**src/include/objline_defines.svh**
```systemverilog
/* Object line renderer constants
   Table depth, sprite ROM and palette widths, screen width */
`ifndef OBJLINE_DEFINES_SVH
`define OBJLINE_DEFINES_SVH

// Sprite table, four bytes per entry
`define OBJ_MAX     32
`define OBJ_TBL_AW  7      // 128 bytes

// Visible line
`define SCR_W       256

// Parking spot for pixels that must not land on screen
`define OBJ_XOUT    9'h1F0

// Sprite ROM word address {code, row, quarter}
`define ROM_AW      16

// Object palette, {bank, colour index}
`define PAL_AW      6

`endif

```
**src/rtl/obj_pal_prom.sv**
```systemverilog
`timescale 1ns/1ns
/* Object palette
   Host-loaded 64x8 colour table, registered read for the drawer */
`include "objline_defines.svh"

module obj_pal_prom (
    input  logic               clk,
    input  logic               we,
    input  logic [`PAL_AW-1:0] waddr,
    input  logic [7:0]         din,
    input  logic [`PAL_AW-1:0] raddr,
    output logic [7:0]         q
);

    logic [7:0] mem [0:2**`PAL_AW-1];

    // Host write
    always_ff @(posedge clk) begin
        if (we)
            mem[waddr] <= din;
    end

    // One cycle read latency
    always_ff @(posedge clk) begin
        q <= mem[raddr];
    end

endmodule

```
**config.mk**
```make
export PLATFORM = sky130hd
export DESIGN_NAME = obj_pal_prom
export DESIGN_NICKNAME = d
export VERILOG_FILES = /design/src/rtl/obj_pal_prom.sv
export VERILOG_INCLUDE_DIRS = /design/src /design/src/include
export SDC_FILE = /design/constraint.sdc
export NUM_CORES = 1
export LEC_CHECK = 0
export BUFFER_PORTS_ARGS = -buffer_cell sky130_fd_sc_hd__buf_4
export CORE_ASPECT_RATIO = 0.5
export CORE_MARGIN = 1
export CORE_UTILIZATION = 45
export DETAILED_ROUTE_END_ITERATION = 10
export GPL_TIMING_DRIVEN = 1
export MAX_ROUTING_LAYER = met4
export SETUP_SLACK_MARGIN = 0.05
export SYNTH_ARGS = -nofsm -noshare
export SYNTH_HDL_FRONTEND = slang
export SYNTH_SLANG_ARGS = --single-unit
```
**constraint.sdc**
```tcl
create_clock -name clk -period 2.7 [get_ports clk]
set_input_delay 0.54 -clock clk [delete_from_list [all_inputs] [get_ports clk]]
set_output_delay 0.54 -clock clk [all_outputs]
set_load 0.01 [all_outputs]
```
# == Word-level counts from Yosys, hierarchy flattened ==
# Memories as Yosys holds them, arrays and structs flattened. A register that Yosys moved wholly into a read port is not among the register bits.
# Index checks and enable logic that the tools add are counted.
# word_totals
n_memories,1
rom_bits,0
latch_bits,0
output_inout_bits,8
reg_bits,0
word_cells,3
ramBits,512
# memory_table
name,depth,width,rd,rd_ports_with_merged_regs,wr,line,text
mem,64,8,1,1,1,obj_pal_prom.sv:15,logic [7:0] mem [0:2**`PAL_AW-1];
# classes
shifts,0
div,0
bitwise,0
n_mul,0
n_mux,2
reduce_logical,0
order_cmp,0
addsub,0
n_eq_ne,0
# ops
op,n
two-way mux 1 bit,2

# == Logic depth before layout (Yosys ltp) ==
# depth
word_depth,2
depth_mapped,9
depth_no_buf,5

# == Least setup slack after synthesis ==
# No wires, ideal clock.
# synth_path
path_type,input to register
start,in raddr[1]
end,reg q[3] (read register of mem)
arrival_time_ns,2.080
setup_time_ns,0.128
t_required_ns,2.572
path_slack_ns,0.492
stages,7
cell_sequence,buf_4 -> buf_2 -> buf_2 -> mux4_2 -> mux4_2 -> o21ai_1 -> o41ai_1
# synth_lines
item,line,text
start: declaration,obj_pal_prom.sv:11,"input logic [`PAL_AW-1:0] raddr,"
end: declaration,obj_pal_prom.sv:12,output logic [7:0] q

==> reports/qor.csv <==
stage;metric;value;unit
clock_network;cts_tree;done;
floorplan;ios;30;
drt;num_vias;9845;
floorplan;die-width;301;um
place;placed_cells;1626;
synthesis;async_reset_ff_share;0;%
synthesis;syn_area;20200;um^2
drt;ant_nets;0;
clock_network;clk_latency;560;ps
final_layout;layout_common_cells;512 x edfxtp_1, 142 x buf_4, 126 x mux4_2;
final_layout;final_common_cell;edfxtp_1;
pwr;power_density;693;nW/um^2
final_layout;final_cells;1707;
global_route;track_usage;21.2;%
synthesis;syn_nets;962;
final_layout;synthToLayoutAreaGrowth;14.9;%
synthesis;synth_edf_count;512;
timing;worst_slew_pin_slew;761;ps
clock_network;ctsResizeCount;0;
job;cap_violations;0;
clock_network;ctsHoldBuffers;0;
place;place_hpwl;29.3;mm
worst_setup_path;endpoint_kind;flop;
timing;relSlewSlack;49.1;%
timing;finalCriticalPeriod;2180;ps
drt;drt-total-wl;45.6;mm
timing;fmax;0.459;GHz
synthesis;seq_area_frac_synth;77.0;%
final_layout;utilization;52.8;%
pwr;power;0.0160;W
drt;drc_errors;0;
timing;rsz0062_at_grt;no;
floorplan;core-area;43900;um^2
clock_network;cts_root_buf;clkbuf_16;
final_layout;finalNetCount;1107;
clock_network;clk_path_buf_depth;3;
floorplan;row_count;54;
clock_network;htreeDepth;2;
synthesis;yosys_register_bits;520;
global_route;grt_pass1_vias;10100;
worst_setup_path;crit_path_start_kind;input port;
floorplan;fp.dieH;152;um
place;io_buffers;29;
worst_setup_path;required;3130;ps
pwr;irDropWorstVdd;0.000535;V
worst_setup_path;crit_fanout;17;
place;routabilityCongestion;0.852;
drt;drt-initial-drc-count;942;
synthesis;yosysWarnings;0;
pwr;leakagePower;7.41;nW
clock_network;post_cts_buffers;0;
global_route;grt_antenna_before_repair;0;
global_route;grt_max_degree;65;
global_route;grt_pass1_wl;67.3;mm
timing;skew;17.2;ps
floorplan;initial_core_util;45.9;%
timing;worst_hold_slack;419;ps
clock_network;cts_buffers;45;
synthesis;syn_inst;940;
timing;tns;0;ps
timing;maxSlewViolCount;0;
clock_network;cts_sinks;520;
worst_setup_path;crit_arrival;2610;ps
drt;drt_first_pass_iters;8;
final_layout;drive_above_1_share;31.1;%
drt;routed_via_density;5.77;
synthesis;synth_ff_type;edfxtp_1;
global_route;grt-ovfl-total;0;
final_layout;diodes;0;
worst_hold_path;hold_class;in2reg;
drt;avgRoutedWirePerCell;26.7;um
status;status;finished clean;
timing;setup_viol;0;
clock_network;clk_pin_slew_worst_paths;60;ps
timing;finalHoldViolCount;0;
worst_setup_path;path_class;in2reg;
synthesis;synth_cell_types;40;
synthesis;avgSynthCellArea;21.5;um^2
timing;post-route-period-util;80.7;%
floorplan;die_area;45700;um^2
## worst paths after layout
check,slack (ps),cells past startpoint,startpoint,endpoint
min,420,2,raddr[5],q[5]
max reg2reg,650,6,mem[20][4],q[4]
max,520,7,raddr[0],q[7]
min reg2reg,870,4,mem[4][7],q[7]
## power breakdown
group | switching (W) | total (W) | internal (W)
logic | 0.000527 | 0.000893 | 0.000366
clock network | 0.00275 | 0.00619 | 0.00345
registers | 0.0000318 | 0.00896 | 0.00893
## final cells by class
class | count | area, um^2
timing repair buffer | 149 | 1200
sequential | 520 | 15500
fill | 3376 | 20700
tap | 588 | 736
clock inverter | 18 | 158
clock buffer | 63 | 1220
multi-input combinational | 369 | 4320
## through the flow
stage | worst slack (ps) | cell area [um^2]
after global routing | 431 | 23200
after floorplan | 492 | 20200
after CTS | 555 | 23200
after detailed placement | -19.3 | 21800
after global placement | -53.8 | 21800
final | 522 | 23200
## worst max-delay path, stage by stage
cell,delay (ps)
clkbuf_8,270
buf_12,210
buf_4,130
mux4_2,490
mux4_2,520
o21ai_0,330
nand2_1,80
## flip-flops by register name, summed over array words and instances (netlist names)
register and count:
mem 512, q 8
## cells in the mapped netlist (3+ instances only)
library cell / number / share of area, %
edfxtp_1: 512 / 76
mux4_2: 126 / 14
nor2_1: 83 / 1.5
mux2i_1: 23 / 1.1
nand2_1: 19 / 0.35
clkbuf_1: 17 / 0.32
nor2b_1: 14 / 0.43
buf_4: 13 / 0.48
mux2_2: 13 / 0.73
nand3_1: 13 / 0.32
buf_2: 11 / 0.27
dfxtp_1: 8 / 0.79
o221ai_1: 8 / 0.35
o22ai_1: 8 / 0.25
nand2b_1: 7 / 0.22
nor3_1: 7 / 0.17
a221oi_1: 6 / 0.26
a211oi_1: 4 / 0.15
buf_1: 4 / 0.074
buf_6: 4 / 0.22
a21oi_1: 3 / 0.074
a22oi_1: 3 / 0.11
nand3b_1: 3 / 0.11
o2111ai_1: 3 / 0.13
o2bb2ai_1: 3 / 0.13
## layer usage
layer | vias up | wire length (um) | track usage, %
li1 | 4216 | - | -
met1 | 5241 | 19800 | 29.1
met5 | - | 0 | -
met4 | 0 | 625 | 4.31
met3 | 42 | 3360 | 4.45
met2 | 346 | 21800 | 33.0
## cells by family (layout without fill, tap and decap cells)
| group | Yosys count | count (layout) | synth area share [%] |
|---|---|---|---|
| buf+inv | 51 | 230 | 1.57 |
| simple gates | 153 | 153 | 3.39 |
| flops | 520 | 520 | 77.0 |
| mux | 162 | 162 | 15.9 |
| compound gates | 54 | 54 | 2.07 |
Note: power is estimated with default switching activity, not from simulation.
