<file path="src/include/objline_defines.svh">
/* Object line renderer constants
   Table depth, sprite ROM and palette widths, screen width */
`ifndef OBJLINE_DEFINES_SVH
`define OBJLINE_DEFINES_SVH

// Sprite table, four bytes per entry
`define OBJ_MAX     32
`define OBJ_TBL_AW  7      // 128 bytes

// Visible line
`define SCR_W       256

// Parking spot for pixels that must not land on screen
`define OBJ_XOUT    9'h1F0

// Sprite ROM word address {code, row, quarter}
`define ROM_AW      16

// Object palette, {bank, colour index}
`define PAL_AW      6

`endif

</file>
<file path="src/rtl/obj_scan.sv">
`timescale 1ns/1ns
/* Sprite table scanner
   Holds the per-line table and hands one entry at a time to the drawer */
`include "objline_defines.svh"

module obj_scan (
    input  logic                   clk,
    input  logic                   rst,
    input  logic                   tbl_we,
    input  logic [`OBJ_TBL_AW-1:0] tbl_addr,
    input  logic [7:0]             tbl_din,
    input  logic                   line_start,
    input  logic                   ent_take,
    output logic                   ent_valid,
    output logic [31:0]            ent_bytes,
    output logic                   scan_end
);

    typedef enum logic [1:0] {
        S_IDLE,
        S_READ,   // Gather four bytes
        S_OFFER,  // Entry waits for the drawer
        S_END
    } scan_state_t;

    scan_state_t state;
    logic [7:0] tbl_mem [0:2**`OBJ_TBL_AW-1];
    logic [`OBJ_TBL_AW-3:0] ent_idx;  // Entry number
    logic [1:0] bsel;                 // Byte in entry
    logic [7:0] rd_byte;

    // Host port
    always_ff @(posedge clk) begin
        if (tbl_we)
            tbl_mem[tbl_addr] <= tbl_din;
    end

    assign rd_byte = tbl_mem[{ent_idx, bsel}];

    always_ff @(posedge clk or posedge rst) begin
        if (rst) begin
            state   <= S_IDLE;
            ent_idx <= '0;
            bsel    <= 2'd0;
        end else begin
            case (state)
                S_IDLE, S_END: begin
                    if (line_start) begin  // Restart from entry 0
                        state   <= S_READ;
                        ent_idx <= '0;
                        bsel    <= 2'd0;
                    end
                end
                S_READ: begin
                    bsel <= bsel + 2'd1;
                    if (bsel == 2'd3)
                        state <= S_OFFER;
                end
                S_OFFER: begin
                    if (ent_take) begin
                        if (ent_idx == `OBJ_MAX-1) begin
                            state <= S_END;  // Table exhausted
                        end else begin
                            ent_idx <= ent_idx + 1'b1;
                            state   <= S_READ;
                        end
                    end
                end
                default: state <= S_IDLE;
            endcase
        end
    end

    // Holding register, byte 0 at the bottom
    always_ff @(posedge clk) begin
        if (state == S_READ)
            ent_bytes[{bsel, 3'b000} +: 8] <= rd_byte;
    end

    assign ent_valid = (state == S_OFFER);
    assign scan_end  = (state == S_END);

endmodule

</file>
<file path="config.mk">
export PLATFORM = sky130hd
export DESIGN_NAME = obj_scan
export DESIGN_NICKNAME = d
export VERILOG_FILES = /design/src/rtl/obj_scan.sv
export VERILOG_INCLUDE_DIRS = /design/src /design/src/include
export SDC_FILE = /design/constraint.sdc
export NUM_CORES = 1
export LEC_CHECK = 0
export BUFFER_PORTS_ARGS = -buffer_cell sky130_fd_sc_hd__buf_2
export CAP_MARGIN = 5
export CORE_AREA = 2 2 234 328
export CTS_CLUSTER_DIAMETER = 120
export DETAILED_ROUTE_END_ITERATION = 12
export DIE_AREA = 0 0 236 330
export GPL_TIMING_DRIVEN = 1
export PLACE_DENSITY = 0.74
export SYNTH_ARGS = -nofsm -noshare
export SYNTH_HDL_FRONTEND = slang
export SYNTH_SLANG_ARGS = --single-unit
</file>
<file path="constraint.sdc">
create_clock -name clk -period 2.73 [get_ports clk]
set_input_delay 0.1365 -clock clk [delete_from_list [all_inputs] [get_ports clk]]
set_output_delay 0.1365 -clock clk [all_outputs]
set_load 0.02 [all_outputs]
</file>
== After elaboration in Yosys (flattened, before gate mapping) ==
Memory sizes are Yosys's and may differ from the RTL's.
Cells that the tools add are included.
Word-level totals
  output and inout port bits: 34
  RAM bits: 1024
  memories kept: 1
  flip-flop bits (word level): 41
Cells by class
  equality and inequality tests: 9
  reduce and logical (&&, ||, !) cells: 7
  mux-type cells: 14
  add/subtract/negate cells: 3
  shift operators: 2
Memories
  tbl_mem: words 128, width 8, read ports 1, clocked after Yosys merged registers in 0, write ports 1, line obj_scan.sv:27  | logic [7:0] tbl_mem [0:2**`OBJ_TBL_AW-1];
Operators by type and width (count)
  32-bit bitwise mux: 1
  8-bit by 7-bit variable shift with 32-bit output, first input constant: 1
  8-bit by 7-bit indexed part select with 32-bit output: 1
  5-bit 2-to-1 mux: 3
  2-bit 2-to-1 mux: 5
  5-bit case mux with 2 select lines: 1
  2-bit inequality test, second input constant: 4
  5-bit negation with 7-bit output: 1
  2-bit equality test, second input constant: 3
  2-bit case mux with 3 select lines: 1
  5-bit by 1-bit adder with 5-bit output, second input constant: 1
  5-bit equality test, second input constant: 1
  2-bit case mux with 2 select lines: 1
  4-bit AND reduction: 1
  2-bit nonzero test: 2
  3-bit AND reduction: 1
  2-bit by 1-bit adder with 2-bit output, second input constant: 1
  2-bit by 1-bit equality test with 1-bit output, second input constant: 1
  2-bit logical NOT: 1
  1-bit 2-to-1 mux: 2
  2-bit AND reduction: 1
  2-bit OR reduction: 1

== Depth between registers and ports, before layout ==
  word-level depth: 4
  depth in mapped cells: 12

== Worst setup path after synthesis ==
OpenSTA, ideal clock, no wires.
  path type: reg-to-reg
  from: register bsel[0]
  to: register ent_bytes[1] (data pin)
  setup slack: 0.085 ns
  period minus slack after synthesis: 2.645 ns
  cell stages (with the launch flop): 12
  buffers on the path: 7
  data arrival time: 2.488 ns
  required time: 2.573 ns
  cell sequence: dfrtp_1 > buf_2 > buf_6 > buf_6 > buf_4 > buf_4 > buf_2 > inv_1 > ha_1 > or3_1 > buf_1 > nor3_1
Between the ends
  word-level cells in the longest chain between the ends: 3
  elaborated cells on any way between the ends: 5
  classes of those cells: add/sub: 1; shift: 2; mux: 1; memory: 1
RTL lines
  start: declaration: line obj_scan.sv:29  | logic [1:0] bsel;
  start signal: assignment: line obj_scan.sv:55  | bsel <= bsel + 2'd1;
  memory 128 x 8 bit or 5-bit negation with 7-bit output (tied branches)
  8-bit by 7-bit indexed part select with 32-bit output or 8-bit by 7-bit variable shift with 32-bit output (tied branches): line obj_scan.sv:77  | ent_bytes[{bsel, 3'b000} +: 8] <= rd_byte;
  32-bit bitwise mux *: line obj_scan.sv:77
  end signal: indexed assignment: line obj_scan.sv:77
  end: declaration: line obj_scan.sv:15  | output logic [31:0] ent_bytes,
Mark *: on every way between the ends. The rest lies on a longest branch, timed or not.
A chain may end at the register's enable or synchronous reset.

== Worst setup path in the final report ==
  from: register bsel[0]
  to: register ent_bytes[23] (data pin)
The elaborated chain is that of the path after synthesis.

==> summary.md <==
| Metric | Value |
|---|---|
| Status | `finished, violations left` |
| Failing checks | `negative setup slack` |
| Pwr dens | `881 mW/mm^2` |
| Maximum clock rate | `336 MHz` |
| Largest net degree at the start of global routing | `between 80 and 90` |
| Initial antenna violation count | `1` |
| Final Wtd Congestion | `0.919` |
| Final period utilization | `109%` |
| Mapped Area | `0.0416 mm^2` |
| Worst Hold Class | `in -> reg` |
| Static Leak | `15.8 nW` |
| DR vias/cell | `6.43` |
| Util after Layout | `between 60% and 70%` |
| Design area | `0.0497 mm^2` |
| Vias in the first global route | `between 20000 and 25000` |
| Top FF cell, synth | `edfxtp_1` |
| Wire per inst | `30.8 um` |
| CTS Root Buffer Type | `clkbuf_16` |
| Ports | `54` |
| Post-synth cell types | `39` |
| Gate power share | `27.7%` |
| Placed cell area | `0.0450 mm^2` |
| Worst skew pair latency | `670 ps` |
| Final hold vios | `0` |
| Layout cells sized above 1 | `34.6%` |
| Drt initial violations | `approximately 2500` |
| CTS Sinks | `1065` |
| Routed WL | `105000 um` |
| Synthesized netlist cell count | `2000` |
| WS Path Type | `reg -> reg` |
| Slew HR | `30.4%` |
| Area Overhead vs Synth | `19.4%` |
| Synthesis warning total | `0` |
| RSZ-0062 raised after global routing | `true` |
| Die X | `around 240 um` |
| Syn Nets | `2031` |
| Port-buffer cells | `53` |
| Ys async rst share | `0.845%` |
| CTS tree | `yes` |
| Final WS setup | `-247 ps` |
| Start of the worst register-to-register path | `bsel[0]` |
| Crit-path max FO | `6` |
| Clock network power share | `30.1%` |
| Total grt overflow | `0` |
| Inserted Diodes | `0` |
| Switching part of the total | `27.4%` |
| Design Power | `43.8 mW` |
| First-pass GRT wire length | `150000 um` |
| Via count | `21800` |
| Hold Startpoint | `tbl_din[0]` |
| Worst-path clk slew | `about 60 ps` |
| Switching power | `12.0 mW` |
| Post-layout minimum cycle time | `2980 ps` |
| Crit path launch type | `register` |
| Register area share after synthesis | `76.7%` |
| Dominant cell type by area after synthesis | `edfxtp_1` |
| Area of the core | `0.0749 mm^2` |
| Drt first pass iters | `5` |
| Total GRT Usage | `between 20% and 30%` |
| Internal | `about 32 mW` |
| Longest Clk Path Bufs | `3` |
| Slew Limit Fails | `0` |
| Post-DP HPWL | `65000 um` |
| Most frequent cells after synthesis | `edfxtp_1, mux4_2, nor2_1, mux2i_1, clkbuf_1` |
| TritonCTS buffer count | `92` |
| Max Cap Viol | `0` |
| CP Launch Point | `bsel[0]` |
| Antenna Nets Post-Route | `0` |
| Crit. End Element | `register` |
| Seq cells post-synth | `between 1000 and 1500` |
| Full die area | `0.0779 mm^2` |
| Row cnt | `119` |
| Setup Slack @ Placement | `-363 ps` |
| Initial Utilization | `55.6%` |
| Clock Skew | `about 27 ps` |
| Nets | `approximately 2400` |
| Most common cell in the synthesized netlist | `edfxtp_1` |
| Setup_tns | `-4180 ps` |
| Part of the power in registers | `42.2%` |
| Setup Viol. Count Final | `32` |
| EDFF count, synth | `1056` |
| Synth area leaders | `edfxtp_1, mux4_2, mux2i_1, nor2_1, a22oi_1` |
| Worst VDD drop | `0.570 mV` |
| Post-synth top area share | `around 76%` |
| DRC | `0` |
| Die Span Y | `330 um` |
| H-tree Lvls | `3` |
| Syn_area_per_cell | `20.8 um^2` |
| Worst slew pin tran | `~1000 ps` |
| Req. time, crit path | `between 3000 and 4000 ps` |
| WP data arrival | `3380 ps` |
path summary, 6_finish.rpt:
| kind | end | cells after the start | slack [ps] |
|---|---|---|---|
| min in group asynchronous | state[0] | 3 | 50 |
| max in group asynchronous | bsel[1] | 3 | 2280 |
| worst min-delay path | tbl_mem[50][0] | 1 | 20 |
| worst min register to register | state[1] | 2 | 580 |
| worst max-delay path | ent_bytes[23] | 9 | -250 |
| worst max register to register | ent_bytes[23] | 9 | -250 |
registers in the layout (all words and copies together), names as in the netlist:
signal,flops
ent_idx,5
bsel,2
ent_bytes,32
tbl_mem,1024
state,2
what timing repair did:
action,in CTS,in global routing
endpoints found under the hold margin,85,0
hold buffers,6,0
resized for setup,102,62
setup endpoints to repair,32,32
pin swaps,19,27
cloned,9,3
setup buffers,21,18
layout make-up:
type,instances,area (um^2)
multi-input combinational,814,9870
tap,968,1210
clock buffer,112,2440
sequential,1065,31900
inverter,10,37.5
timing repair buffer,366,3580
fill,4514,25200
clock inverter,59,601
power by group through the flow:
stage,logic [mW],clock network (mW),registers (mW)
after global routing,12.6,13.9,18.5
after global placement,9.68,0,18.8
after detailed placement,9.82,0,18.9
final,12.1,13.2,18.5
after floorplan,6.16,0,18.8
after CTS,11.4,13.3,18.5
placed cells by master (no fill, tap or decap), types with 14 or more instances in the layout:
cell type and count:
a22oi_1 28, edfxtp_1 1056, mux2i_1 91, nand2_1 40, nor3_1 31, nand3_1 15, buf_12 40, clkinv_1 24
mux4_2 224, nor2_1 139, buf_2 45, a221oi_2 20, a211oi_1 16, nor2b_1 28, buf_4 244, mux2i_2 14
clkbuf_16 97, a2111oi_4 16, clkbuf_1 16
cells by family after synthesis:
group	after synthesis	share of synthesized area [%]
AO/OA/AOI/OAI	170	3.55
XOR/XNOR	2	0.0421
adder cells (fa/ha/maj)	11	0.331
buffers and inverters	121	1.40
flip-flops	1065	76.7
multiplexers	337	14.8
AND/OR/NAND/NOR	294	3.13
stage by stage:
stage / hold slack (ps) / cells
finish: 18.9 / 3394
global route: 42.2 / 3394
CTS: 20.9 / 3377
detailed placement: 172 / 3170
global placement: 158 / 3170
floorplan: -35.6 / 2000
critical path: stages (launching register included):
cell,delay [ps]
dfrtp_4,510
buf_4,150
buf_8,140
clkbuf_16,170
mux4_2,480
a221oi_2,440
o21ai_2,180
a2111oi_4,370
buf_4,210
nor3_1,50
routing by layer:
layer	global-route usage, %	wire [um]	share of wire (%)	up-vias
met4	17.9	7690	7.4	0
met5	0	0	0	-
met1	30.6	34400	33	11400
met2	47.5	55600	53	1100
met3	4.23	6880	6.6	312
li1	-	-	-	9035
(Power assumes the default switching activity.)
