`src/include/objline_defines.svh`:
```
/* Object line renderer constants
   Table depth, sprite ROM and palette widths, screen width */
`ifndef OBJLINE_DEFINES_SVH
`define OBJLINE_DEFINES_SVH

// Sprite table, four bytes per entry
`define OBJ_MAX     32
`define OBJ_TBL_AW  7      // 128 bytes

// Visible line
`define SCR_W       256

// Parking spot for pixels that must not land on screen
`define OBJ_XOUT    9'h1F0

// Sprite ROM word address {code, row, quarter}
`define ROM_AW      16

// Object palette, {bank, colour index}
`define PAL_AW      6

`endif

```
`src/rtl/obj_types_pkg.sv`:
```
/* Object renderer types
   Sprite attributes, pixels, line buffer writes and drawer states */
package obj_types_pkg;

    typedef logic [9:0] obj_id_t;   // Sprite code
    typedef logic [1:0] obj_pal_t;  // Palette bank
    typedef logic [3:0] obj_col_t;  // Colour index, 15 = transparent
    typedef logic [8:0] obj_x_t;    // Bit 8 set = off-screen
    typedef logic [7:0] vline_t;    // Line number

    // Decoded table entry
    typedef struct packed {
        obj_id_t  id;
        obj_pal_t pal;
        logic     vflip;
        logic     hflip;
        obj_x_t   x;
    } obj_attr_t;

    // Display pixel
    typedef struct packed {
        logic       valid;
        logic [7:0] col;    // Palette output
    } obj_pxl_t;

    // Line buffer write
    typedef struct packed {
        logic     we;
        obj_x_t   x;
        obj_pxl_t pxl;
    } obj_wr_t;

    typedef enum logic [2:0] {
        IDLE,   // Waiting for line_start
        LOAD,   // Take an entry from the scanner
        TEST,   // Line zone check
        FETCH,  // ROM read in flight
        SHIFT,  // Four pixels out of the word
        NEXT    // Sprite done
    } draw_state_t;

endpackage

```
`src/rtl/obj_bus_pkg.sv`:
```
/* Sprite ROM bus types
   Wishbone classic read request and response */
`include "objline_defines.svh"

package obj_bus_pkg;

    // Master side, read only so no we or sel
    typedef struct packed {
        logic               cyc;
        logic               stb;
        logic [`ROM_AW-1:0] adr;
    } wb_req_t;

    // Slave side
    typedef struct packed {
        logic        ack;
        logic [15:0] dat;  // Four planes of four pixels
    } wb_rsp_t;

endpackage

```
`src/rtl/obj_draw.sv`:
```
`timescale 1ns/1ns
/* Object drawer
   Zone test, sprite ROM fetch over Wishbone and pixel unpacking toward the line buffer */
`include "objline_defines.svh"

module obj_draw (
    input  logic                   clk,
    input  logic                   rst,
    input  logic                   line_start,
    input  obj_types_pkg::vline_t  vline,
    input  logic                   ent_valid,
    input  logic [31:0]            ent_bytes,
    input  logic                   scan_end,
    output logic                   ent_take,
    output obj_bus_pkg::wb_req_t   rom_req,
    input  obj_bus_pkg::wb_rsp_t   rom_rsp,
    output logic [`PAL_AW-1:0]     pal_addr,
    input  logic [7:0]             pal_q,
    output obj_types_pkg::obj_wr_t lb_wr,
    output logic                   busy,
    output logic                   line_done
);

    obj_types_pkg::draw_state_t state;
    obj_types_pkg::obj_attr_t   ent_attr;
    obj_types_pkg::obj_attr_t   attr;      // Sprite being drawn
    obj_types_pkg::vline_t      vnext;     // Line being prepared
    obj_types_pkg::vline_t      obj_y;
    obj_types_pkg::vline_t      vdiff;
    obj_types_pkg::obj_col_t    cur_col;
    obj_types_pkg::obj_x_t      dly_x;
    logic [3:0] row;
    logic [1:0] quarter;                   // Pixel group in the row
    logic [1:0] pix;                       // Pixel in the group
    logic [3:0] pl_z, pl_y, pl_x, pl_w;    // Plane shifters
    logic [9:0] px_cnt;                    // Wide so X cannot wrap on screen
    logic       cur_skip;
    logic       dly_v, dly_skip;           // Aligned with pal_q

    // GnG layout: code low, attribute, Y, X low
    assign ent_attr.id    = {ent_bytes[15:14], ent_bytes[7:0]};
    assign ent_attr.pal   = ent_bytes[13:12];
    assign ent_attr.vflip = ent_bytes[11];
    assign ent_attr.hflip = ent_bytes[10];
    assign ent_attr.x     = {ent_bytes[8], ent_bytes[31:24]};

    // Distance into the sprite, modulo 256
    assign vdiff = vnext - obj_y;

    // Next pixel from the plane edges
    assign cur_col = attr.hflip ? {pl_w[0], pl_x[0], pl_y[0], pl_z[0]}
                                : {pl_w[3], pl_x[3], pl_y[3], pl_z[3]};
    assign cur_skip = (cur_col == 4'hF) || (px_cnt >= `SCR_W);

    assign pal_addr = {attr.pal, cur_col};

    // Wishbone classic, held until ack
    assign rom_req.cyc = (state == obj_types_pkg::FETCH);
    assign rom_req.stb = (state == obj_types_pkg::FETCH);
    assign rom_req.adr = {attr.id, row ^ {4{~attr.vflip}}, quarter ^ {2{attr.hflip}}};

    // Palette data lands one cycle after the address
    assign lb_wr.we        = dly_v && !dly_skip;
    assign lb_wr.x         = dly_skip ? `OBJ_XOUT : dly_x;
    assign lb_wr.pxl.valid = dly_v && !dly_skip;
    assign lb_wr.pxl.col   = pal_q;

    assign ent_take  = (state == obj_types_pkg::LOAD) && ent_valid;
    assign line_done = (state == obj_types_pkg::LOAD) && !ent_valid && scan_end;
    assign busy      = (state != obj_types_pkg::IDLE);

    always_ff @(posedge clk or posedge rst) begin
        if (rst) begin
            state <= obj_types_pkg::IDLE;
            dly_v <= 1'b0;
        end else begin
            dly_v <= (state == obj_types_pkg::SHIFT);
            case (state)
                obj_types_pkg::IDLE: begin
                    if (line_start)
                        state <= obj_types_pkg::LOAD;
                end
                obj_types_pkg::LOAD: begin
                    if (ent_valid)
                        state <= obj_types_pkg::TEST;
                    else if (scan_end)
                        state <= obj_types_pkg::IDLE;  // Line complete
                end
                obj_types_pkg::TEST: begin
                    // Out of zone goes on with no ROM access
                    if (vdiff[7:4] == 4'd0)
                        state <= obj_types_pkg::FETCH;
                    else
                        state <= obj_types_pkg::NEXT;
                end
                obj_types_pkg::FETCH: begin
                    if (rom_rsp.ack)
                        state <= obj_types_pkg::SHIFT;
                end
                obj_types_pkg::SHIFT: begin
                    if (pix == 2'd3) begin
                        if (quarter == 2'd3)
                            state <= obj_types_pkg::NEXT;
                        else
                            state <= obj_types_pkg::FETCH;
                    end
                end
                obj_types_pkg::NEXT: state <= obj_types_pkg::LOAD;
                default: state <= obj_types_pkg::IDLE;
            endcase
        end
    end

    always_ff @(posedge clk) begin
        case (state)
            obj_types_pkg::IDLE: vnext <= vline + 8'd1;  // Sampled at line_start
            obj_types_pkg::LOAD: begin
                attr  <= ent_attr;
                obj_y <= ent_bytes[23:16];
            end
            obj_types_pkg::TEST: begin
                row     <= vdiff[3:0];
                quarter <= 2'd0;
                px_cnt  <= {1'b0, attr.x};
            end
            obj_types_pkg::FETCH: begin
                pix <= 2'd0;
                if (rom_rsp.ack)
                    {pl_z, pl_y, pl_x, pl_w} <= rom_rsp.dat;
            end
            obj_types_pkg::SHIFT: begin
                if (attr.hflip) begin
                    pl_z <= pl_z >> 1;
                    pl_y <= pl_y >> 1;
                    pl_x <= pl_x >> 1;
                    pl_w <= pl_w >> 1;
                end else begin
                    pl_z <= pl_z << 1;
                    pl_y <= pl_y << 1;
                    pl_x <= pl_x << 1;
                    pl_w <= pl_w << 1;
                end
                pix    <= pix + 2'd1;
                px_cnt <= px_cnt + 10'd1;  // Drawn from X upward
                if (pix == 2'd3)
                    quarter <= quarter + 2'd1;
            end
            default: ;
        endcase
        dly_x    <= px_cnt[8:0];
        dly_skip <= cur_skip;
    end

endmodule

```
`config.mk`:
```
export PLATFORM = sky130hd
export DESIGN_NAME = obj_draw
export DESIGN_NICKNAME = d
export VERILOG_FILES = /design/src/rtl/obj_types_pkg.sv /design/src/rtl/obj_bus_pkg.sv /design/src/rtl/obj_draw.sv
export VERILOG_INCLUDE_DIRS = /design/src /design/src/include
export SDC_FILE = /design/constraint.sdc
export NUM_CORES = 1
export LEC_CHECK = 0
export BUFFER_PORTS_ARGS = -buffer_cell sky130_fd_sc_hd__buf_2
export CAP_MARGIN = 10
export CORE_MARGIN = 3
export CORE_UTILIZATION = 30
export CTS_BUF_LIST = sky130_fd_sc_hd__clkbuf_4 sky130_fd_sc_hd__clkbuf_8
export DETAILED_ROUTE_END_ITERATION = 12
export GPL_ROUTABILITY_DRIVEN = 0
export HOLD_SLACK_MARGIN = 0.12
export PLACE_DENSITY_LB_ADDON = 0.12
export SLEW_MARGIN = 20
export SYNTH_ARGS = -nofsm -noshare
export SYNTH_HDL_FRONTEND = slang
export SYNTH_SLANG_ARGS = --single-unit
```
`constraint.sdc`:
```
create_clock -name clk -period 2.4 [get_ports clk]
set_clock_uncertainty 0.05 [all_clocks]
set_input_delay 0.48 -clock clk [delete_from_list [all_inputs] [get_ports clk]]
set_output_delay 0.48 -clock clk [all_outputs]
set_load 0.02 [all_outputs]
```
## Word level (Yosys, flattened, before mapping)

Cells that the tools add are included.

- Add/subtract/negate cells: 5
- $lt $le $gt $ge: 1
- Eq/ne operators: 12
- Muxes and demuxes: 26
- Bitwise gates (word level): 3
- Reduce and logical (&&, ||, !) cells: 15

Operators by type and width:

| cell | count |
|---|---|
| 2-to-1 mux 4 bit | 9 |
| case mux 4 bit (2 select lines) | 4 |
| 2-to-1 mux 3 bit | 7 |
| case mux 10 bit (2 select lines) | 1 |
| case mux 3 bit (6 select lines) | 1 |
| adder 10 x 1 -> 10 bit, second input constant | 1 |
| >= comparator 10 x 9 -> 1 bit, second input constant | 1 |
| 2-to-1 mux 9 bit | 1 |
| adder 8 x 1 -> 8 bit, second input constant | 1 |
| case mux 2 bit (2 select lines) | 2 |
| subtractor 8 bit | 1 |
| equality test 3 x 2 -> 1 bit, second input constant | 2 |
| equality test 3 bit, second input constant | 2 |
| adder 2 x 1 -> 2 bit, second input constant | 2 |
| equality test 2 bit, second input constant | 2 |
| equality test 4 bit, second input constant | 1 |
| logical AND 1 bit | 4 |
| logical NOT 4 bit | 1 |
| inequality test 2 x 1 -> 1 bit, second input constant | 2 |
| AND reduction 2 bit | 2 |
| AND reduction 4 bit | 1 |
| nonzero test 2 bit | 2 |
| XOR 4 bit | 1 |
| equality test 3 x 1 -> 1 bit, second input constant | 1 |
| 9 further kinds | 10 |

- Bits in registers: 87
- Bits of input ports: 70
- Output and inout bits: 46
- Logic and storage cells: 81

## Longest topological paths before layout

Gate-level depths: netlist of the first run.

- Word-level depth: 4
- Mapped depth: 8
- Mapped depth without buffers: 8

## Worst setup path after synthesis of the first run

OpenSTA, ideal clock, no wires.

- Kind: reg-to-output
- Start point: register state[2]
- End point: output line_done
- Data arrival time: 1.839 ns
- Data required time: 1.870 ns
- Slack: 0.031 ns
- Cell stages (with the launch flop): 5
- Buffers on the path: 1
- Cell sequence: dfrtp_1 clkbuf_2 nor2b_2 and2_1 and3b_1

- Word-level cells in the longest chain between the ends: 3

Ends and longest elaborated chain:

| what | line | text |
|---|---|---|
| start, declared | obj_draw.sv:24 | `obj_types_pkg::draw_state_t state;` |
| start signal, assigned | obj_draw.sv:74 | `state <= obj_types_pkg::IDLE;` |
| start signal, assigned | obj_draw.sv:81 | `state <= obj_types_pkg::LOAD;` |
| start signal, assigned | obj_draw.sv:85 | `state <= obj_types_pkg::TEST;` |
| equality test 3 x 1 -> 1 bit | obj_draw.sv:69 | `assign line_done = (state == obj_types_pkg::LOAD) && !ent_valid && scan_end;` |
| logical AND 1 bit (2 in series) | obj_draw.sv:69 |  |
| end, declared | obj_draw.sv:21 | `output logic line_done` |

No other way between the ends.

## Final worst setup path of the first run

- Start point: register obj_y[0]
- End point: register state[1]

- Word-level cells in the longest chain between the ends: 4

Ends and longest elaborated chain:

| what | line | text |
|---|---|---|
| start, declared | obj_draw.sv:28 | `obj_types_pkg::vline_t obj_y;` |
| start signal, assigned | obj_draw.sv:119 | `obj_y <= ent_bytes[23:16];` |
| subtractor 8 bit | obj_draw.sv:48 | `assign vdiff = vnext - obj_y;` |
| logical NOT 4 bit | obj_draw.sv:91 | `if (vdiff[7:4] == 4'd0)` |
| 2-to-1 mux 3 bit | obj_draw.sv:91 |  |
| case mux 3 bit (6 select lines) | obj_draw.sv:78 | `case (state)` |
| end signal, assigned | obj_draw.sv:81 |  |
| end signal, assigned | obj_draw.sv:92 | `state <= obj_types_pkg::FETCH;` |
| end signal, assigned | obj_draw.sv:94 | `state <= obj_types_pkg::NEXT;` |

No other way between the ends.
A chain may end at the register's enable or synchronous reset.

==> results.sh, run 1 <==
export IMPL_hpwl_um=6000
export IMPL_syn_avg_cell_area_um2=12.1
export IMPL_io_pins=116
export IMPL_crit_slowest_cell="fa_1"
export IMPL_switching_power_mw=1.99
export IMPL_setup_violations=0
export IMPL_drt_iter0_markers=132
export IMPL_slew_violations=0
export IMPL_cts_resized=0
export IMPL_max_cap_viol_count=0
export IMPL_clock_sinks=87
export IMPL_grt_pass1_wl_um=13300
export IMPL_cts_max_path_buffers=2
export IMPL_synth_seq_cells=87
export IMPL_clkTransAtPathRegs_ns=0.09
export IMPL_asyncSetResetFlopFracSynth_pct=4.60
export IMPL_die_area_mm2=0.0150
export IMPL_synth_edf_count=73
export IMPL_worstMarginPinSlew_ns=0.502
export IMPL_io_buffer_count=98
export IMPL_combPwrFrac_pct=35.3
export IMPL_finalNetCount=505
export IMPL_track_usage_pct=11.6
export IMPL_yosys_area_share_adder_pct=3.86
export IMPL_nFillCells=1302
export IMPL_start_kind="register"
export IMPL_yosys_area_share_xor_xnor_pct=4.72
export IMPL_drive_above_1_share_pct=32.2
export IMPL_yosys_area_top_type_share_pct=53.7
export IMPL_cp_num_buf_inv=0
export IMPL_yosysTopAreaCell="edfxtp_1"
export IMPL_drt_vias_per_instance=4.40
export IMPL_hold_slack_ns=0.229
export IMPL_synth_seq_area_share_pct=61.1
export IMPL_synthTopCellsByArea="edfxtp_1 54%, dfxtp_1 4.9%, buf_4 4.0%"
export IMPL_grt_max_degree=32
export IMPL_num_antenna_cells=0
export IMPL_min_period_over_period_pct=88.8
export IMPL_p_per_area_mw_per_mm2=1160
export IMPL_outcome="finished, final reports clean"
export IMPL_hp_class="primary input to register"
export IMPL_hold_violations=0
export IMPL_crit_required_ns=2.66
export IMPL_muxShareOfSynthArea_pct=3.34
export IMPL_drc=0
export IMPL_firstDrtPassIters=6
export IMPL_wirelength_um=8190
export IMPL_htree_levels=3
export IMPL_switching_share_pct=35.1
export IMPL_ir_drop_v=0.000355
export IMPL_path_delay_family="adder cells"
export IMPL_drt_antenna_violating_nets=0
export IMPL_synth_cell_type_count=46
export IMPL_dieWidth_um=123
export IMPL_critPathKind="register to register"
export IMPL_wl_per_cell_um=13.7
export IMPL_clkLatencyLatePin_ns=0.36
export IMPL_max_stage_delay_ns=0.41
export IMPL_cts_buffers=9
export IMPL_reg2reg_slack_ns=0.27
export IMPL_synth_warning_count=0
export IMPL_synth_ff_type="edfxtp_1"
export IMPL_final_setup_tns_ns=0
export IMPL_fmax_mhz=469
export IMPL_p_seq_share_pct=44.0
export IMPL_p_total_mw=5.67
export IMPL_intPower_mw=3.68
export IMPL_netlist_instances=338
export IMPL_num_vias=2639
export IMPL_syn_to_final_growth_pct=19.5
export IMPL_tritoncts="done"
export IMPL_syn_num_nets=420
export IMPL_rows=41
export IMPL_cp_max_fo=2
export IMPL_worstPathArrival_ns=2.39
export IMPL_grt_ovfl_total=0
export IMPL_end_kind="register"
export IMPL_antenna_found_initial=0
export IMPL_syn_cell_area_mm2=0.00408
export IMPL_finalCriticalPeriod_ns=2.13
export IMPL_die_h_um=123
export IMPL_synth_top_family_by_area="simple AND/OR/NAND/NOR gates"
export IMPL_core_area_mm2=0.0130
export IMPL_cts_hold_buf=1
export IMPL_yosys_area_share_simple_pct=13.5
export IMPL_initial_utilization_pct=31.4
export IMPL_clkPwrFrac_pct=20.7
export IMPL_synth_compound_area_share_pct=6.44
export IMPL_maxSlewHeadroom_pct=66.3
export IMPL_rsz0062_at_grt="no"
export IMPL_grt_pass1_vias=2661
export IMPL_crit_chain="ha_1 -> fa_1 -> nand2b_1 -> a21oi_1 -> mux2_2 -> nor3_1 -> a21o_1"
export IMPL_root_buffer="clkbuf_8"
export IMPL_cts_setup_buffers=0
export IMPL_power_static_leakage_nw=2.05
-- cells in the mapped netlist, types with 4 or more instances --
cell type,instances
mux2_2,5
o21ai_0,11
inv_1,18
nor2_1,22
xnor2_1,14
buf_4,22
nand3_1,10
nand3b_1,5
xor2_1,8
or2_2,5
nor3_1,6
nand2b_1,4
nor2b_1,8
ha_1,11
buf_2,7
dfxtp_1,10
dfrtp_1,4
nand2_1,37
edfxtp_1,73
mux2i_1,8
a21oi_1,16
-- metrics by stage --
step | instance area (µm²) | utilization (%) | setup WS [ns] | cells
6_report | 4880 | 37.6 | 0.268 | 600
5_1_grt | 4880 | 37.6 | 0.129 | 600
4_1_cts | 4880 | 37.6 | 0.215 | 600
3_5_place_dp | 4640 | 35.7 | 0.271 | 583
3_3_place_gp | 4640 | 35.7 | 0.303 | 583
2_1_floorplan | 4080 | - | 0.0308 | 338
-- worst paths after layout --
| kind | from | cells after the start | endpoint |
|---|---|---|---|
| max reg2reg | obj_y[0] | 7 | state[1] |
| min reg2reg | px_cnt[3] | 0 | dly_x[3] |
| min | ent_bytes[29] | 1 | attr[5] |
| max in group asynchronous | rst | 3 | state[1] |
| max | obj_y[0] | 7 | state[1] |
| min in group asynchronous | rst | 3 | dly_v |
-- cell families (layout without fill, tap and decap cells) --
logic type,after synthesis,after routing
simple gates,111,111
fa+ha+maj,12,12
compound gates,41,41
buf+inv,52,142
flops,87,87
mux,13,13
xor+xnor,22,22
-- cells in the final DEF (no fill, tap or decap), types with 8 or more instances in the layout --
| cell type | instances |
|---|---|
| buf_2 | 98 |
| edfxtp_1 | 73 |
| nand2_1 | 37 |
| nor2_1 | 22 |
| inv_1 | 18 |
| a21oi_1 | 16 |
| xnor2_1 | 14 |
| o21ai_0 | 11 |
| ha_1 | 11 |
| nand3_1 | 10 |
| clkbuf_8 | 10 |
| dfxtp_1 | 10 |
| nor2b_1 | 8 |
| xor2_1 | 8 |
| mux2i_1 | 8 |
-- state kept, by name (all words and copies together) (netlist names), 3 cells and up --
name and flops:
px_cnt 10, attr 11, dly_x 9, pl_y 4, state 3, vnext 8, pl_x 4, pl_z 4
rom_req 10, pl_w 4, row 4, obj_y 8
-- routing by layer --
| metal | track usage [%] | part of all wire [%] | vias to the layer above |
|---|---|---|---|
| met5 | 0 | 0 | - |
| met4 | 6.16 | 2.3 | 0 |
| met3 | 2.58 | 5.5 | 14 |
| met2 | 18.9 | 49 | 76 |
| met1 | 14.5 | 44 | 1220 |
| li1 | - | - | 1329 |
-- final cells by class --
cell class                 count  area (µm²)  share of cell area, %
sequential                    87        2490                   51.1
multi-input combinational    199        1300                   26.7
timing repair buffer         106         566                   11.6
tap                          172         215                   4.41
clock buffer                  11         145                   2.98
clock inverter                 5        82.6                   1.69
inverter                      20        75.1                   1.54
-- power by group through the flow --
stage	Combinational, mW	Clock [mW]	Sequential (mW)
final	2.00	1.17	2.50
after global routing	2.25	1.28	2.57
after CTS	2.06	1.23	2.51
after detailed placement	2.05	0	2.54
after global placement	2.02	0	2.52
after floorplan	1.60	0	2.43
(Power assumes the default switching activity.)
==> run 2: changes to the inputs <==
clock period = 2.72 ns   (was 2.4 ns; I/O delays follow)
==> run 2 against run 1 <==
  * Core utilization shrank 0.41 points
  * Power shrank 14%
  * Sequential share of layout area grew 0.57 points
  * Setup slack gained 0.15 ns
  * Final cell count shrank 0.33%
  * Critical path depth shrank 5
  * Critical path type is now register to output pin
==> results.sh, run 2 (synthesis gave the netlist of run 1 again) <==
export IMPL_power_static_leakage_nw=2.01
export IMPL_drive_above_1_share_pct=31.9
export IMPL_cts_buffers=9
export IMPL_hp_class="primary input to register"
export IMPL_max_cap_viol_count=0
export IMPL_timing_final_ws_setup_ns=0.415
export IMPL_ir_drop_v=0.000334
export IMPL_seqCellArea_mm2=0.00249
export IMPL_worstMarginPinSlew_ns=0.674
export IMPL_cts_resized=0
export IMPL_nFillCells=1319
export IMPL_outcome="finished, final reports clean"
export IMPL_critPathKind="register to output pin"
export IMPL_clock_sinks=87
export IMPL_num_vias=2637
export IMPL_rows=41
export IMPL_end_kind="output pin"
export IMPL_drt_vias_per_instance=4.41
export IMPL_die_h_um=123
export IMPL_antenna_found_initial=0
export IMPL_tritoncts="done"
export IMPL_initial_utilization_pct=31.4
export IMPL_finalNetCount=503
export IMPL_cp_max_fo=15
export IMPL_die_area_mm2=0.0150
export IMPL_grt_max_degree=36
export IMPL_layout_common_cells="98 x buf_2, 73 x edfxtp_1, 37 x nand2_1, 22 x nor2_1, 18 x inv_1"
export IMPL_rsz0062_at_grt="no"
export IMPL_wl_per_cell_um=13.3
export IMPL_grt_pass1_vias=2648
export IMPL_final_setup_tns_ns=0
export IMPL_core_area_mm2=0.0130
export IMPL_clkTransAtPathRegs_ns=0.09
export IMPL_grt_pass1_wl_um=12700
export IMPL_maxSlewHeadroom_pct=54.9
export IMPL_clkLatencyLatePin_ns=0.37
export IMPL_num_antenna_cells=0
export IMPL_root_buffer="clkbuf_8"
export IMPL_drc=0
export IMPL_grt_ovfl_total=0
export IMPL_largest_register="attr"
export IMPL_hold_violations=0
export IMPL_syn_to_final_growth_pct=18.2
export IMPL_drt_antenna_violating_nets=0
export IMPL_slew_violations=0
export IMPL_multiInputGateArea_mm2=0.00130
export IMPL_min_period_over_period_pct=84.7
export IMPL_cts_max_path_buffers=2
export IMPL_htree_levels=3
export IMPL_firstDrtPassIters=4
export IMPL_io_pins=116
export IMPL_setup_violations=0
export IMPL_largest_reg_flops=11
export IMPL_dp_slack_ns=0.591
export IMPL_drt_iter0_markers=63
export IMPL_hpwl_um=5850
export IMPL_start_kind="register"
export IMPL_wirelength_um=7980
export IMPL_io_buffer_count=98
export IMPL_fmax_mhz=434
export IMPL_p_per_area_mw_per_mm2=1010
export IMPL_layout_commonest_cell="buf_2"
export IMPL_dieWidth_um=123
export IMPL_worstPathArrival_ns=1.71
export IMPL_track_usage_pct=11.1
export IMPL_crit_required_ns=2.13
export IMPL_finalCriticalPeriod_ns=2.30
==> run 2: cell count changes in the layout (fill, tap and decap cells not counted), sizes merged <==
cell / previous run / this run
clkinv: 3 / 1
bufinv: 2 / 1
clkinvlp: 0 / 3
inv: 20 / 21
buf: 105 / 103
clkbuf: 11 / 10
==> run 2: per-stage QoR <==
step / power [mW] / utilization (%) / area [µm²] / hold WS, ns / instances
floorplan: 3.56 / - / 4080 / 0.260 / 338
global placement: 3.99 / 35.5 / 4610 / 0.340 / 581
detailed placement: 4.02 / 35.5 / 4610 / 0.344 / 581
CTS: 4.97 / 37.2 / 4820 / 0.260 / 598
global route: 5.23 / 37.2 / 4820 / 0.270 / 598
finish: 4.87 / 37.2 / 4820 / 0.291 / 598
==> run 2: final timing paths <==
path	start	slack [ns]	to	cells past startpoint
hold reg to reg	px_cnt[3]	0.36	dly_x[3]	0
setup reg to reg	obj_y[0]	0.61	state[2]	7
setup / recovery	attr[9]	0.42	pal_addr[0]	2
hold / removal	ent_bytes[29]	0.29	attr[5]	1
max in group asynchronous	rst	1.87	state[2]	3
min in group asynchronous	rst	0.57	dly_v	3
==> run 2: power breakdown <==
| group | total (mW) | internal (mW) | leakage [nW] | switching (mW) |
|---|---|---|---|---|
| clock network | 0.930 | 0.439 | 0.0925 | 0.490 |
| registers | 2.21 | 1.99 | 0.821 | 0.216 |
| logic | 1.73 | 0.686 | 1.10 | 1.05 |
| total | 4.87 | 3.12 | 2.01 | 1.75 |
==> run 2: worst max-delay path, stage by stage, from the launching register on <==
cell and delay [ns]:
edfxtp_1 0.75, mux2_2 0.43, buf_2 0.17
==> run 2: timing repair <==
| item | 4_1_cts | 5_1_grt |
|---|---|---|
| endpoints found under the setup margin | 0 | 0 |
| buffers inserted | 0 | 0 |
| hold buffers | 1 | 0 |
| hold endpoints to repair | 4 | 0 |
==> run 2: area by class of cell <==
| cell class | instances | share of cell area (%) |
|---|---|---|
| inverters | 20 | 1.56 |
| clock inverters | 6 | 1.45 |
| well taps | 172 | 4.46 |
| flip-flops and latches | 87 | 51.7 |
| repair buffers | 104 | 11.2 |
| multi-input cells | 199 | 27.0 |
| clock buffers | 10 | 2.72 |
==> run 2: per-layer routing <==
layer  vias up  part of all wire (%)  GRT usage [%]
li1       1324                     -              -
met1      1219                    45           13.9
met5         -                     0              0
met3        17                   5.6           2.44
met2        77                    47           17.6
met4         0                   2.6           6.51
==> run 3: changes to the inputs <==
clock period = 2.15 ns   (was 2.72 ns; I/O delays follow)
==> run 3 against run 2 <==
  * Die area is the same
  * Hold slack lost 0.12 ns
  * Critical endpoint is now state[2]
  * Largest cell class unchanged
  * Critical path depth grew 6
  * Global-route usage is essentially flat
  * Design area grew 1.3%
  * Clock power grew 23%
  * Combinational power grew 34%
  * Core utilization grew 0.48 points
  * Routed wire length is the same
  * Power grew 28%
==> results.sh, run 3 (synthesis gave the netlist of run 1 again) <==
export IMPL_outcome="finished, final reports clean"
export IMPL_die_h_um=123
export IMPL_antenna_found_initial=0
export IMPL_io_buffer_count=98
export IMPL_power_static_leakage_nw=2.05
export IMPL_nFillCells=1308
export IMPL_ir_drop_v=0.000375
export IMPL_fin_area_mm2=0.00488
export IMPL_postLayoutCoreUtil_pct=37.6
export IMPL_layout_common_cells="98 x buf_2, 73 x edfxtp_1, 37 x nand2_1, 22 x nor2_1, 18 x inv_1"
export IMPL_drt_antenna_violating_nets=0
export IMPL_path_delay_family="adder cells"
export IMPL_grt_use_met2_pct=17.8
export IMPL_largest_reg_flops=11
export IMPL_final_setup_tns_ns=0
export IMPL_combPwrFrac_pct=37.2
export IMPL_met3_usage_pct=2.44
export IMPL_wl_per_cell_um=13.2
export IMPL_stdcell_count=603
export IMPL_top_usage_layer="met2"
export IMPL_root_buffer="clkbuf_8"
export IMPL_worstMarginPinSlew_ns=0.439
export IMPL_grt_pass1_vias=2581
export IMPL_met1_usage_pct=13.7
export IMPL_io_pins=116
export IMPL_initial_utilization_pct=31.4
export IMPL_largest_register="attr"
export IMPL_rsz0062_at_grt="yes"
export IMPL_hpwl_um=5980
export IMPL_core_area_mm2=0.0130
export IMPL_finalCriticalPeriod_ns=2.04
export IMPL_firstDrtPassIters=4
export IMPL_clkTransAtPathRegs_ns=0.09
export IMPL_cts_buffers=9
export IMPL_end_kind="register"
export IMPL_min_period_over_period_pct=95.1
export IMPL_worstPathArrival_ns=2.25
export IMPL_start_kind="register"
export IMPL_clock_sinks=87
export IMPL_max_stage_delay_ns=0.40
export IMPL_dp_slack_ns=0.0581
export IMPL_fmax_mhz=489
export IMPL_crit_chain="inv_1 -> ha_1 -> fa_1 -> nand2b_1 -> a21oi_2 -> mux2_2 -> nor3_2 -> a2bb2oi_1"
export IMPL_cts_max_path_buffers=2
export IMPL_track_usage_pct=11.0
export IMPL_finalNetCount=508
export IMPL_num_antenna_cells=0
export IMPL_timing_final_ws_setup_ns=0.106
export IMPL_dieWidth_um=123
export IMPL_drc=0
export IMPL_grt_pass1_wl_um=12500
export IMPL_slew_violations=0
export IMPL_multiInputGateArea_mm2=0.00132
export IMPL_layout_commonest_cell="buf_2"
export IMPL_wirelength_um=7980
export IMPL_drive_above_1_share_pct=34.1
export IMPL_switching_power_mw=2.24
export IMPL_maxSlewHeadroom_pct=70.6
export IMPL_seqCellArea_mm2=0.00249
export IMPL_crit_slowest_cell="fa_1"
export IMPL_hold_violations=0
export IMPL_num_vias=2590
export IMPL_grt_max_degree=22
export IMPL_hp_class="primary input to register"
export IMPL_intPower_mw=4.00
export IMPL_placed_area_mm2=0.00466
export IMPL_switching_share_pct=35.9
export IMPL_drt_iter0_markers=107
export IMPL_cp_max_fo=2
export IMPL_p_per_area_mw_per_mm2=1280
export IMPL_rows=41
export IMPL_syn_to_final_growth_pct=19.7
export IMPL_clkLatencyLatePin_ns=0.37
export IMPL_dp_cells=586
export IMPL_critPathKind="register to register"
export IMPL_max_cap_viol_count=0
export IMPL_tritoncts="done"
export IMPL_setup_violations=0
export IMPL_p_seq_share_pct=44.4
export IMPL_grt_ovfl_total=0
export IMPL_cp_num_buf_inv=1
export IMPL_die_area_mm2=0.0150
export IMPL_clkPwrFrac_pct=18.3
export IMPL_drt_vias_per_instance=4.30
export IMPL_htree_levels=3
export IMPL_crit_required_ns=2.35
run 3: layout make-up:
class	instances	share of cell area (%)
Sequential cell	87	51.1
Multi-Input combinational cell	199	27.0
Timing Repair Buffer	109	12.0
Tap cell	172	4.41
Clock buffer	10	2.69
Inverter	20	1.54
Clock inverter	6	1.26
run 3: repair_timing:
item                                    CTS  global route
buffers inserted                          0             0
hold endpoints to repair                  4             0
resized for setup                         0             5
endpoints found under the setup margin    0             4
hold buffers                              1             0
run 3: per-layer routing:
layer | routed length (µm) | vias up
met5 | 0 | -
met4 | 181 | 0
met3 | 427 | 11
met2 | 3810 | 70
met1 | 3560 | 1178
li1 | - | 1331
run 3: worst paths after layout:
check                               from        to  slack (ns)  cells past startpoint
max in group asynchronous            rst  state[0]        1.41                      3
max                             vnext[0]  state[2]        0.11                      8
min                        ent_bytes[31]   attr[7]        0.17                      1
max reg2reg                     vnext[0]  state[2]        0.11                      8
min reg2reg                    px_cnt[3]  dly_x[3]        0.37                      0
min in group asynchronous            rst     dly_v        0.45                      3
run 3: worst register-to-register path, cell delays in order, from the launching register on:
cell	delay, ns
edfxtp_1	0.33
inv_1	0.04
ha_1	0.21
fa_1	0.40
nand2b_1	0.17
a21oi_2	0.13
mux2_2	0.37
nor3_2	0.15
a2bb2oi_1	0.07
run 3: per-stage QoR:
stage	power, mW	hold WS [ns]
final	6.23	0.174
after global routing	6.69	0.156
after CTS	6.33	0.148
after detailed placement	5.15	0.294
after global placement	5.11	0.295
after floorplan	4.50	0.146
run 3: power by group through the flow:
stage | combinational (mW) | sequential (mW) | clock (mW)
after floorplan | 1.79 | 2.71 | 0
after global placement | 2.31 | 2.80 | 0
after detailed placement | 2.34 | 2.81 | 0
after CTS | 2.35 | 2.77 | 1.20
after global routing | 2.61 | 2.83 | 1.25
final | 2.32 | 2.77 | 1.14
